## src/source/lpcPkg.sv

```systemverilog
package lpcPkg;

	////////////////////
	// Scratch memory geometry
	////////////////////

	localparam int addrWidth = 11;
	localparam int dataWidth = 16;
	localparam int memDepth = 2048;

	// Filter order m
	localparam int lpcOrder = 10;

	////////////////////
	// Fixed-point constants
	////////////////////

	// Added to a Q31 value before taking the upper half
	localparam logic signed [31:0] roundConst = 32'sh0000_8000;

	localparam logic signed [15:0] q15Max = 16'sh7FFF;
	localparam logic signed [15:0] q15Min = 16'sh8000;
	localparam logic signed [31:0] q31Max = 32'sh7FFF_FFFF;
	localparam logic signed [31:0] q31Min = 32'sh8000_0000;

	////////////////////
	// Bus peers
	////////////////////

	localparam int numPeers = 3;
	localparam int peerWidth = $clog2(numPeers);
	localparam int peerNum = 0;
	localparam int peerDen = 1;
	localparam int peerHost = 2;

	// Weighting engine states
	typedef enum logic [2:0]
	{
		idle,
		copyFirst,
		loadGamma,
		loopHead,
		weightCoef,
		stepFactor,
		lastCoef
	} weightState;

endpackage
```

## src/source/memArbiter.sv

```systemverilog
`timescale 1ns/1ns

module memArbiter
(
	input  logic                                                clk,
	input  logic                                                reset,
	input  logic [lpcPkg::numPeers-1:0]                         req,
	output logic [lpcPkg::numPeers-1:0]                         grant,
	input  logic [lpcPkg::numPeers-1:0][lpcPkg::addrWidth-1:0] peerRdAddr,
	input  logic [lpcPkg::numPeers-1:0][lpcPkg::addrWidth-1:0] peerWrAddr,
	input  logic [lpcPkg::numPeers-1:0][lpcPkg::dataWidth-1:0] peerWrData,
	input  logic [lpcPkg::numPeers-1:0]                         peerWrEn,
	output logic [lpcPkg::addrWidth-1:0]                        memAddr,
	output logic [lpcPkg::dataWidth-1:0]                        memWrData,
	output logic                                                memWrEn,
	output logic                                                hostRdValid
);
	import lpcPkg::*;

	// Owner also serves as round-robin pointer once released
	logic [peerWidth-1:0] owner;
	logic ownerValid;
	logic [peerWidth-1:0] pickOwner;
	logic pickValid;
	logic holdOwner;

	assign holdOwner = ownerValid && req[owner];

	// First requester after the last owner
	always_comb
	begin
		int idx;
		pickValid = 1'b0;
		pickOwner = owner;
		for (int step = 1; step <= numPeers; step++)
		begin
			idx = int'(owner) + step;
			if (idx >= numPeers)
				idx = idx - numPeers;
			if (!pickValid && req[idx])
			begin
				pickValid = 1'b1;
				pickOwner = peerWidth'(idx);
			end
		end
	end

	always_ff @(posedge clk)
	begin
		if (reset)
		begin
			ownerValid <= 1'b0;
			owner <= peerWidth'(peerHost);
			hostRdValid <= 1'b0;
		end
		else
		begin
			if (!holdOwner)
			begin
				ownerValid <= pickValid;
				owner <= pickOwner;
			end
			// Pairs with the one-cycle RAM read
			hostRdValid <= ownerValid && (owner == peerWidth'(peerHost)) &&
				req[peerHost] && !peerWrEn[peerHost];
		end
	end

	always_comb
	begin
		grant = '0;
		memAddr = '0;
		memWrData = '0;
		memWrEn = 1'b0;
		if (ownerValid)
		begin
			grant[owner] = 1'b1;
			// Write address wins the single port
			memAddr = peerWrEn[owner] ? peerWrAddr[owner] : peerRdAddr[owner];
			memWrData = peerWrData[owner];
			memWrEn = peerWrEn[owner];
		end
	end

endmodule

```

## config.mk

```make
export PLATFORM = sky130hd
export DESIGN_NAME = memArbiter
export DESIGN_NICKNAME = d
export VERILOG_FILES = /design/src/source/lpcPkg.sv /design/src/source/memArbiter.sv
export SDC_FILE = /design/constraint.sdc
export NUM_CORES = 1
export LEC_CHECK = 0
export BUFFER_PORTS_ARGS = -buffer_cell sky130_fd_sc_hd__buf_2
export CAP_MARGIN = 20
export CORE_ASPECT_RATIO = 0.7
export CORE_UTILIZATION = 39
export CTS_CLUSTER_SIZE = 40
export DETAILED_ROUTE_END_ITERATION = 8
export GPL_ROUTABILITY_DRIVEN = 0
export HOLD_SLACK_MARGIN = 0.06
export PLACE_DENSITY_LB_ADDON = 0.1
export SYNTH_ARGS = -nofsm -noshare
export SYNTH_HDL_FRONTEND = slang
export SYNTH_SLANG_ARGS = --single-unit
```

## constraint.sdc

```tcl
create_clock -name clk -period 4.4 [get_ports clk]
set_clock_uncertainty 0.05 [all_clocks]
set_input_delay 0 -clock clk [delete_from_list [all_inputs] [get_ports clk]]
set_output_delay 0 -clock clk [all_outputs]
set_load 0.1 [all_outputs]
```

==> results.json <==
{
  "netlist.area_leader.share_pct": 26.9,
  "drtAntennaViolNets": 0,
  "synth_xor_area_share_pct": 0,
  "cts_setup_buffers": 0,
  "synth_common_cells": "mux2i_1 (40), and2_1 (20), nand2_1 (20), o21ai_0 (16), nor2_1 (13)",
  "synth_top_flop_cell": "dfxtp_1",
  "crit_path_end_kind": "register",
  "track_usage_pct": 21.7,
  "setup_tns_ps": 0,
  "worst_pin_slew_ps": 746,
  "path_buf_inv": 1,
  "post-synth-top-area-cell": "mux2i_1",
  "syn-num-nets": 325,
  "cp.required_ps": 4400,
  "layout.nets": 468,
  "synth_top_family_by_area": "multiplexers",
  "insertion_delay_ps": 220,
  "syn-cell-area_um2": 1490,
  "p_leak_uw": 0.00129,
  "grt_max_degree": 27,
  "setup_viol": 0,
  "numCtsBuffers": 3,
  "place_hpwl_um": 3880,
  "powerDensity_nw_per_um2": 733,
  "maxCapViolations": 0,
  "dieWidth_um": 75.8,
  "pin_count": 154,
  "syn_to_final_growth_pct": 53.3,
  "grt-ovfl-total": 0,
  "clk_pin_slew_ps": 30,
  "drive_gt1_share_pct": 50.7,
  "postRouteWirelength_um": 4710,
  "cts_tree": "done",
  "worstHoldPathType": "in2reg",
  "ir_worst_vdd_uv": 499,
  "finalHoldViolCount": 0,
  "coreArea_um2": 3580,
  "layout_min_cycle_time_ps": 2970,
  "max_stage_delay_ps": 740,
  "synth_mux_area_share_pct": 40.1,
  "max_freq_ghz": 0.337,
  "num_vias": 1901,
  "crit_chain": "inv_1, ha_1, or3b_1, o211a_1, a31oi_1, o221ai_1",
  "grt_pass1_vias": 1554,
  "rows": 18,
  "status": "finished clean",
  "die_y_um": 53.7,
  "first_pass_iters": 4,
  "synthTopCellsByArea": "mux2i_1 (27%), mux2_4 (10%), and2_1 (8.4%)",
  "syn_area_per_cell_um2": 7.51,
  "slew_headroom_pct": 50.2,
  "antenna_cells": 0,
  "ys_seq_area_share_pct": 5.39,
  "grt_pass1_wl_um": 6880,
  "cts.sinks": 4,
  "antenna_found_initial": 0,
  "synthAdderAreaFrac_pct": 4.21,
  "crit_slowest_cell": "dfxtp_1",
  "fin_crit_sh_pct": 67.5,
  "crit_family": "flip-flops",
  "port_buffers": 153,
  "worst_setup_path_start_kind": "register",
  "drt_iter0_drc": 60,
  "synth_compound_area_share_pct": 21.2,
  "synth_async_sr_flop_share_pct": 0,
  "syn_inst": 198,
  "drc": 0,
  "initial_core_util_pct": 41.5,
  "rsz0062_at_grt": "no",
  "die_area_um2": 4070,
  "arrival_ps": 2970,
  "yosysUniqueCellTypes": 29,
  "h-tree-depth": 1,
  "holdWs_ps": 68.5,
  "utilization_pct": 63.6,
  "yosys_register_bits": 4,
  "clk_path_buf_depth": 2,
  "routedWlPerCell_um": 12.1,
  "synth_warnings": 0,
  "drv_slew": 0,
  "synth_most_common_cell": "mux2i_1",
  "yosys.area_share.simple_pct": 21.2,
  "via_per_inst": 4.89,
  "synth_edf_count": 0,
  "cp_max_fo": 26,
  "path_class": "reg2reg",
  "ctsRootBufferMaster": "clkbuf_8"
}
-- final cells by class --
class | count | area (um^2)
multi-input cells | 172 | 1290
fillers | 345 | 1300
well taps | 50 | 62.6
clock buffers | 3 | 41.3
repair buffers | 156 | 791
inverters | 4 | 15.0
flip-flops and latches | 4 | 80.1
-- repair_timing --
item	4_1_cts	5_1_grt
resized for setup	0	0
hold buffers	1	0
hold endpoints to repair	2	0
-- sequential cells by signal, indices dropped and copies added, names as in the netlist --
name and cells:
owner 2, hostRdValid 1, ownerValid 1
-- worst reg2reg max path, stage by stage, from the launching register on --
cell and delay [ps]:
dfxtp_1 740, inv_1 560, ha_1 570, or3b_1 430, o211a_1 130, a31oi_1 180, o221ai_1 140
-- worst paths after layout --
path                    from     endpoint  slack (ps)  cells past startpoint
hold / removal        req[2]  hostRdValid          70                      2
setup reg to reg    owner[1]     owner[1]        1430                      6
setup / recovery    owner[1]     owner[1]        1430                      6
hold reg to reg   ownerValid  hostRdValid         890                      2
-- layer usage --
layer  part of all wire [%]  global-route usage [%]
met1                     47                    27.8
met2                     47                    40.0
met3                    6.1                    2.81
met4                      0                    2.78
met5                      0                       0
-- cells by family (layout without fill, tap and decap cells) --
group,count (synthesis),after routing
mux,53,53
flops,4,4
fa+ha+maj,5,5
buf+inv,22,163
simple gates,64,64
compound gates,50,50
-- report_power, final --
part	internal [uW]	switching (uW)	leakage, uW
clock network	58.4	20.2	0.0000216
registers	48.8	53.4	0.0000332
logic	380	1110	0.00123
-- cells in the final DEF, fill, tap and decap left out --
cell and count:
mux2i_1 40, mux2_4 10, dlygate4sd3_1 1, a21oi_1 12
o211ai_1 1, inv_1 4, mux2i_4 1, o21a_1 2
or3b_1 1, and2_1 20, mux2_2 2, o2bb2ai_4 1
o211a_1 1, and3_1 2, a32o_1 1, o221ai_1 2
a31oi_1 3, clkbuf_8 3, buf_4 2, nand2b_1 2
ha_1 5, o21ai_0 16, nand2_1 20, buf_2 153
o22ai_1 11, dfxtp_1 4, nand3_1 4, nor2_1 13
nor2b_1 2
-- through the flow --
step	power (uW)	cell area, um^2	cells	setup slack [ps]
final	1670	2280	389	1430
after global routing	1780	2280	389	1070
after CTS	1680	2280	389	1410
after detailed placement	1590	2230	385	1400
after global placement	1580	2230	385	1450
after floorplan	1390	1490	198	1690
(Power assumes the default switching activity.)
