[src/source/lpcPkg.sv]
package lpcPkg;

	////////////////////
	// Scratch memory geometry
	////////////////////

	localparam int addrWidth = 11;
	localparam int dataWidth = 16;
	localparam int memDepth = 2048;

	// Filter order m
	localparam int lpcOrder = 10;

	////////////////////
	// Fixed-point constants
	////////////////////

	// Added to a Q31 value before taking the upper half
	localparam logic signed [31:0] roundConst = 32'sh0000_8000;

	localparam logic signed [15:0] q15Max = 16'sh7FFF;
	localparam logic signed [15:0] q15Min = 16'sh8000;
	localparam logic signed [31:0] q31Max = 32'sh7FFF_FFFF;
	localparam logic signed [31:0] q31Min = 32'sh8000_0000;

	////////////////////
	// Bus peers
	////////////////////

	localparam int numPeers = 3;
	localparam int peerWidth = $clog2(numPeers);
	localparam int peerNum = 0;
	localparam int peerDen = 1;
	localparam int peerHost = 2;

	// Weighting engine states
	typedef enum logic [2:0]
	{
		idle,
		copyFirst,
		loadGamma,
		loopHead,
		weightCoef,
		stepFactor,
		lastCoef
	} weightState;

endpackage
[src/source/weightAz.sv]
`timescale 1ns/1ns

module weightAz
(
	input  logic                         clk,
	input  logic                         reset,
	input  logic                         jobValid,
	output logic                         jobReady,
	input  logic [lpcPkg::addrWidth-1:0] coefBase,
	input  logic [lpcPkg::addrWidth-1:0] weightBase,
	input  logic [lpcPkg::addrWidth-1:0] gammaAddr,
	output logic                         done,
	output logic                         busReq,
	input  logic                         busGrant,
	output logic [lpcPkg::addrWidth-1:0] rdAddr,
	output logic [lpcPkg::addrWidth-1:0] wrAddr,
	output logic [lpcPkg::dataWidth-1:0] wrData,
	output logic                         wrEn,
	input  logic [lpcPkg::dataWidth-1:0] rdData
);
	import lpcPkg::*;

	weightState state;
	weightState nextState;

	logic [addrWidth-1:0] coefBaseQ;
	logic [addrWidth-1:0] weightBaseQ;
	logic [addrWidth-1:0] gammaAddrQ;

	logic signed [dataWidth-1:0] fac;
	logic signed [dataWidth-1:0] nextFac;
	logic signed [dataWidth-1:0] gamma;
	logic signed [dataWidth-1:0] nextGamma;
	logic signed [dataWidth-1:0] iter;
	logic signed [dataWidth-1:0] nextIter;
	logic accept;

	logic signed [15:0] multA;
	logic signed [15:0] multB;
	logic signed [31:0] multOut;
	logic signed [31:0] addA;
	logic signed [31:0] addB;
	logic signed [31:0] addOut;
	logic signed [15:0] incA;
	logic signed [15:0] incB;
	logic signed [15:0] incOut;

	assign jobReady = (state == idle) && !busReq;
	assign accept = jobValid && jobReady;

	basicOps basicOps_i
	(
		.multA(multA),
		.multB(multB),
		.multOut(multOut),
		.addA(addA),
		.addB(addB),
		.addOut(addOut),
		.incA(incA),
		.incB(incB),
		.incOut(incOut)
	);

	// Job bases held for the whole transaction
	always_ff @(posedge clk)
	begin
		if (accept)
		begin
			coefBaseQ <= coefBase;
			weightBaseQ <= weightBase;
			gammaAddrQ <= gammaAddr;
		end
	end

	// Request rises on acceptance, falls the cycle after lastCoef
	always_ff @(posedge clk)
	begin
		if (reset)
			busReq <= 1'b0;
		else if (accept)
			busReq <= 1'b1;
		else if (state == lastCoef)
			busReq <= 1'b0;
	end

	always_ff @(posedge clk)
	begin
		if (reset)
		begin
			state <= idle;
			iter <= 16'sd1;
		end
		else
		begin
			state <= nextState;
			iter <= nextIter;
		end
	end

	always_ff @(posedge clk)
	begin
		fac <= nextFac;
		gamma <= nextGamma;
	end

	////////////////////
	// Engine FSM
	////////////////////

	always_comb
	begin
		nextState = state;
		nextFac = fac;
		nextGamma = gamma;
		nextIter = iter;
		rdAddr = '0;
		wrAddr = '0;
		wrData = '0;
		wrEn = 1'b0;
		done = 1'b0;
		multA = '0;
		multB = '0;
		addA = multOut;
		addB = roundConst;
		incA = iter;
		incB = 16'sd1;

		case (state)
			idle:
				// a[0] read goes out in the grant cycle
				if (busReq && busGrant)
				begin
					rdAddr = {coefBaseQ[addrWidth-1:4], 4'd0};
					nextState = copyFirst;
				end
			copyFirst:
			begin
				// Park a[0] in fac while gamma is fetched
				nextFac = rdData;
				rdAddr = gammaAddrQ;
				nextIter = 16'sd1;
				nextState = loadGamma;
			end
			loadGamma:
			begin
				wrAddr = {weightBaseQ[addrWidth-1:4], 4'd0};
				wrData = fac;
				wrEn = 1'b1;
				nextFac = rdData;
				nextGamma = rdData;
				nextState = loopHead;
			end
			loopHead:
				if (iter == 16'(lpcOrder))
				begin
					rdAddr = {coefBaseQ[addrWidth-1:4], 4'(lpcOrder)};
					nextState = lastCoef;
				end
				else
				begin
					rdAddr = {coefBaseQ[addrWidth-1:4], iter[3:0]};
					nextState = weightCoef;
				end
			weightCoef:
			begin
				// ap[i] = round(a[i] * fac)
				multA = rdData;
				multB = fac;
				wrAddr = {weightBaseQ[addrWidth-1:4], iter[3:0]};
				wrData = addOut[31:16];
				wrEn = 1'b1;
				nextState = stepFactor;
			end
			stepFactor:
			begin
				multA = fac;
				multB = gamma;
				nextFac = addOut[31:16];
				nextIter = incOut;
				nextState = loopHead;
			end
			lastCoef:
			begin
				multA = rdData;
				multB = fac;
				wrAddr = {weightBaseQ[addrWidth-1:4], 4'(lpcOrder)};
				wrData = addOut[31:16];
				wrEn = 1'b1;
				done = 1'b1;
				nextState = idle;
			end
			default:
				nextState = idle;
		endcase
	end

endmodule

[src/source/basicOps.sv]
`timescale 1ns/1ns

module basicOps
(
	input  logic signed [15:0] multA,
	input  logic signed [15:0] multB,
	output logic signed [31:0] multOut,
	input  logic signed [31:0] addA,
	input  logic signed [31:0] addB,
	output logic signed [31:0] addOut,
	input  logic signed [15:0] incA,
	input  logic signed [15:0] incB,
	output logic signed [15:0] incOut
);
	import lpcPkg::*;

	logic signed [31:0] product;
	logic signed [32:0] sum32;
	logic signed [16:0] sum16;

	// Fractional multiply, product doubled
	always_comb
	begin
		product = multA * multB;
		// Only -1 * -1 overflows when doubled
		if (product == 32'sh4000_0000)
			multOut = q31Max;
		else
			multOut = product <<< 1;
	end

	// 32-bit saturating add
	always_comb
	begin
		sum32 = {addA[31], addA} + {addB[31], addB};
		if (sum32[32] != sum32[31])
			addOut = sum32[32] ? q31Min : q31Max;
		else
			addOut = sum32[31:0];
	end

	// 16-bit saturating add
	always_comb
	begin
		sum16 = {incA[15], incA} + {incB[15], incB};
		if (sum16[16] != sum16[15])
			incOut = sum16[16] ? q15Min : q15Max;
		else
			incOut = sum16[15:0];
	end

endmodule

[config.mk]
export PLATFORM = sky130hd
export DESIGN_NAME = weightAz
export DESIGN_NICKNAME = d
export VERILOG_FILES = /design/src/source/lpcPkg.sv /design/src/source/weightAz.sv /design/src/source/basicOps.sv
export SDC_FILE = /design/constraint.sdc
export NUM_CORES = 1
export LEC_CHECK = 0
export BUFFER_PORTS_ARGS = -buffer_cell sky130_fd_sc_hd__buf_2
export CAP_MARGIN = 25
export CORE_ASPECT_RATIO = 1.1
export CORE_MARGIN = 5
export CORE_UTILIZATION = 55
export DETAILED_ROUTE_END_ITERATION = 7
export GPL_ROUTABILITY_DRIVEN = 0
export GPL_TIMING_DRIVEN = 0
export PLACE_DENSITY = 0.73
export RECOVER_POWER = 50
export SLEW_MARGIN = 20
export SYNTH_ARGS = -nofsm -noshare
export SYNTH_HDL_FRONTEND = slang
export SYNTH_SLANG_ARGS = --single-unit
[constraint.sdc]
create_clock -name clk -period 25.3 [get_ports clk]
set_input_delay 1.265 -clock clk [delete_from_list [all_inputs] [get_ports clk]]
set_output_delay 1.265 -clock clk [all_outputs]
set_load 0.005 [all_outputs]
==> results.sh <==
export IMPL_drtPass1Iterations=6
export IMPL_cts_buffers_inserted=9
export IMPL_cts_sinks=77
export IMPL_cellPowerDensity_nw_per_um2=21.5
export IMPL_initial_core_util=0.557
export IMPL_start_kind="register"
export IMPL_die_h_um=181
export IMPL_drtAntennaViolNets=0
export IMPL_drtIter0Drc=1458
export IMPL_crit_slowest_cell="a221oi_1"
export IMPL_path_class="reg2out"
export IMPL_max_slew_worst_pin_slew_ns=1.38
export IMPL_postCtsSetupRepairBufs=0
export IMPL_io_buffers=86
export IMPL_grt_first_pass_wirelength_um=68500
export IMPL_die_area_um2=29800
export IMPL_synthDominantCellAreaShare=0.360
export IMPL_vias=12600
export IMPL_cts_resized=0
export IMPL_wl_um=43300
export IMPL_p_seq_frac=0.454
export IMPL_final_max_slew_viol_count=0
export IMPL_vias_per_cell=6.05
export IMPL_ys_flop_type="edfxtp_1"
export IMPL_diodes=0
export IMPL_slowest_delay_ns=0.60
export IMPL_htreeDepth=3
export IMPL_cap_violations=0
export IMPL_yosysTopAreaCell="fa_1"
export IMPL_clkLatencyLatePin_ns=0.34
export IMPL_finalInstanceArea_um2=15700
export IMPL_hold_class="reg2reg"
export IMPL_syn_num_nets=2019
export IMPL_synth_seq_area_share=0.145
export IMPL_synth_async_reset_ratio=0
export IMPL_clkPwrFrac=0.419
export IMPL_core_area_um2=26100
export IMPL_rsz0062_at_grt="no"
export IMPL_synth_edf_count=57
export IMPL_cts_buffer_depth=2
export IMPL_nets=2119
export IMPL_synth_area_um2=14600
export IMPL_cp_required_ns=24.03
export IMPL_dpl_hpwl_um=35700
export IMPL_drc=0
export IMPL_p_sw_frac=0.267
export IMPL_dieWidth_um=165
export IMPL_yosysWarnings=0
export IMPL_status="finished clean"
export IMPL_relSlewSlack=0.0769
export IMPL_internal_power_uw=248
export IMPL_grt_pass1_vias=12900
export IMPL_synth_most_common_cell="fa_1"
export IMPL_wl_per_cell_um=20.9
export IMPL_drive_gt1_frac=0.0754
export IMPL_power_switching_uw=90.2
export IMPL_cp_data_arrival_time_ns=12.29
export IMPL_synthCells=1619
export IMPL_path_buf_inv=9
export IMPL_synth_avg_cell_area_um2=8.99
export IMPL_io_pins=95
export IMPL_path_max_fanout=10
export IMPL_leakagePower_uw=0.00737
export IMPL_ys_types=86
export IMPL_grt_overflow=0
export IMPL_max_freq_mhz=73.8
export IMPL_cts_tree="built"
export IMPL_final_setup_viol_count=0
export IMPL_hold_buffers=0
export IMPL_synth_commonest_cells="262 x fa_1, 235 x inv_1, 212 x nor2_1"
export IMPL_end_kind="output pin"
export IMPL_synth_top_cells_by_area="fa_1 36%, edfxtp_1 12%, ha_1 7.3%, inv_1 6.1%, nor2_1 5.5%"
export IMPL_clkTransAtPathRegs_ns=0.07
export IMPL_root_buffer="clkbuf_16"
export IMPL_p_comb_frac=0.128
export IMPL_syn_to_final_growth_pct=8.17
export IMPL_hold_violations=0
export IMPL_grt_max_degree=26
export IMPL_crit_family="adder cells"
export IMPL_synth_seq_cells=77
export IMPL_skew_ns=0.00491
export IMPL_finalCriticalPeriod_ns=13.55
export IMPL_place_area_um2=15400
export IMPL_peakVddDrop_mv=0.0470
export IMPL_antenna_found_initial=1
export IMPL_grt_usage=0.295
export IMPL_core_rowCount=62
export IMPL_tns_ns=0
export IMPL_period_share=0.536
[sequential cells by signal, summed over array words and instances (netlist names)]
| signal | count |
|---|---|
| fac | 16 |
| gamma | 16 |
| incA | 16 |
| gammaAddrQ | 11 |
| coefBaseQ | 7 |
| weightBaseQ | 7 |
| state | 3 |
| busReq | 1 |
[kinds of logic (layout without fill, tap and decap cells)]
group | after synthesis | count (layout) | share of synthesized area
AND/OR/NAND/NOR | 549 | 549 | 0.171
adder cells (fa/ha/maj) | 347 | 347 | 0.434
buffers and inverters | 312 | 417 | 0.0826
AO/OA/AOI/OAI | 290 | 290 | 0.140
flip-flops | 77 | 77 | 0.145
XOR/XNOR | 36 | 36 | 0.0222
multiplexers | 8 | 8 | 0.00559
[power groups by stage]
stage	Clock (µW)	Sequential [µW]	Combinational (µW)
floorplan	0	153	23.4
global placement	0	155	42.0
detailed placement	0	156	42.5
CTS	141	153	42.9
global route	148	154	46.5
finish	142	153	43.1
[per-layer routing]
layer / GRT usage / vias to the layer above / wire length (µm)
met5: 0 / - / 7
met4: 0.141 / 2 / 2690
met3: 0.0462 / 158 / 4130
met2: 0.481 / 734 / 20400
met1: 0.384 / 6165 / 16100
li1: - / 5503 / -
[worst register-to-register path, delay by kind of cell (launching register included)]
family / cells / cell delay (ns)
buffers and inverters: 8 / 2.25
AND/OR/NAND/NOR: 11 / 3.12
adder cells (fa/ha/maj): 8 / 3.48
XOR/XNOR: 1 / 0.23
flip-flops: 1 / 0.30
AO/OA/AOI/OAI: 7 / 2.41
[final cells by class]
| cell class | count | area (µm²) |
|---|---|---|
| well taps | 352 | 440 |
| inverters | 236 | 886 |
| flip-flops and latches | 77 | 2110 |
| clock buffers | 9 | 225 |
| fillers | 2323 | 10400 |
| clock inverters | 7 | 96.3 |
| repair buffers | 89 | 427 |
| multi-input cells | 1230 | 11200 |
| plain buffers | 76 | 317 |
[per-stage QoR]
| stage | util | worst slack [ns] | hold WS (ns) | total power, µW | std cells |
|---|---|---|---|---|---|
| 2_1_floorplan | - | 14.61 | 0.492 | 177 | 1619 |
| 3_3_place_gp | 0.590 | 12.47 | 0.517 | 197 | 2057 |
| 3_5_place_dp | 0.590 | 12.27 | 0.526 | 198 | 2058 |
| 4_1_cts | 0.603 | 11.89 | 0.538 | 337 | 2074 |
| 5_1_grt | 0.602 | 11.08 | 0.566 | 348 | 2076 |
| 6_report | 0.602 | 11.75 | 0.533 | 338 | 2076 |
[worst paths after layout]
path	depth (start not counted)	to	slack [ns]	from
setup / recovery	36	wrData[0]	11.75	state[1]
hold / removal	2	busReq	0.53	busReq
setup reg to reg	35	fac[0]	13.24	state[1]
hold reg to reg	2	busReq	0.53	busReq
[cell usage in the layout, fill, tap and decap left out, types with 6 or more instances in the layout]
master	instances
a21o_1	11
a21oi_1	73
a22o_1	34
a22oi_1	34
and2_1	15
and3_1	14
buf_2	75
clkbuf_1	84
clkbuf_16	9
dfxtp_1	20
edfxtp_1	57
fa_1	262
ha_1	85
inv_1	235
mux2i_1	7
nand2_1	185
nand2b_1	24
nand3_1	24
nand4_1	17
nor2_1	212
nor3_1	14
o21a_1	8
o21ai_0	45
o21ai_1	18
xnor2_1	29
xor2_1	6
Power figures use the tool's default switching activity.
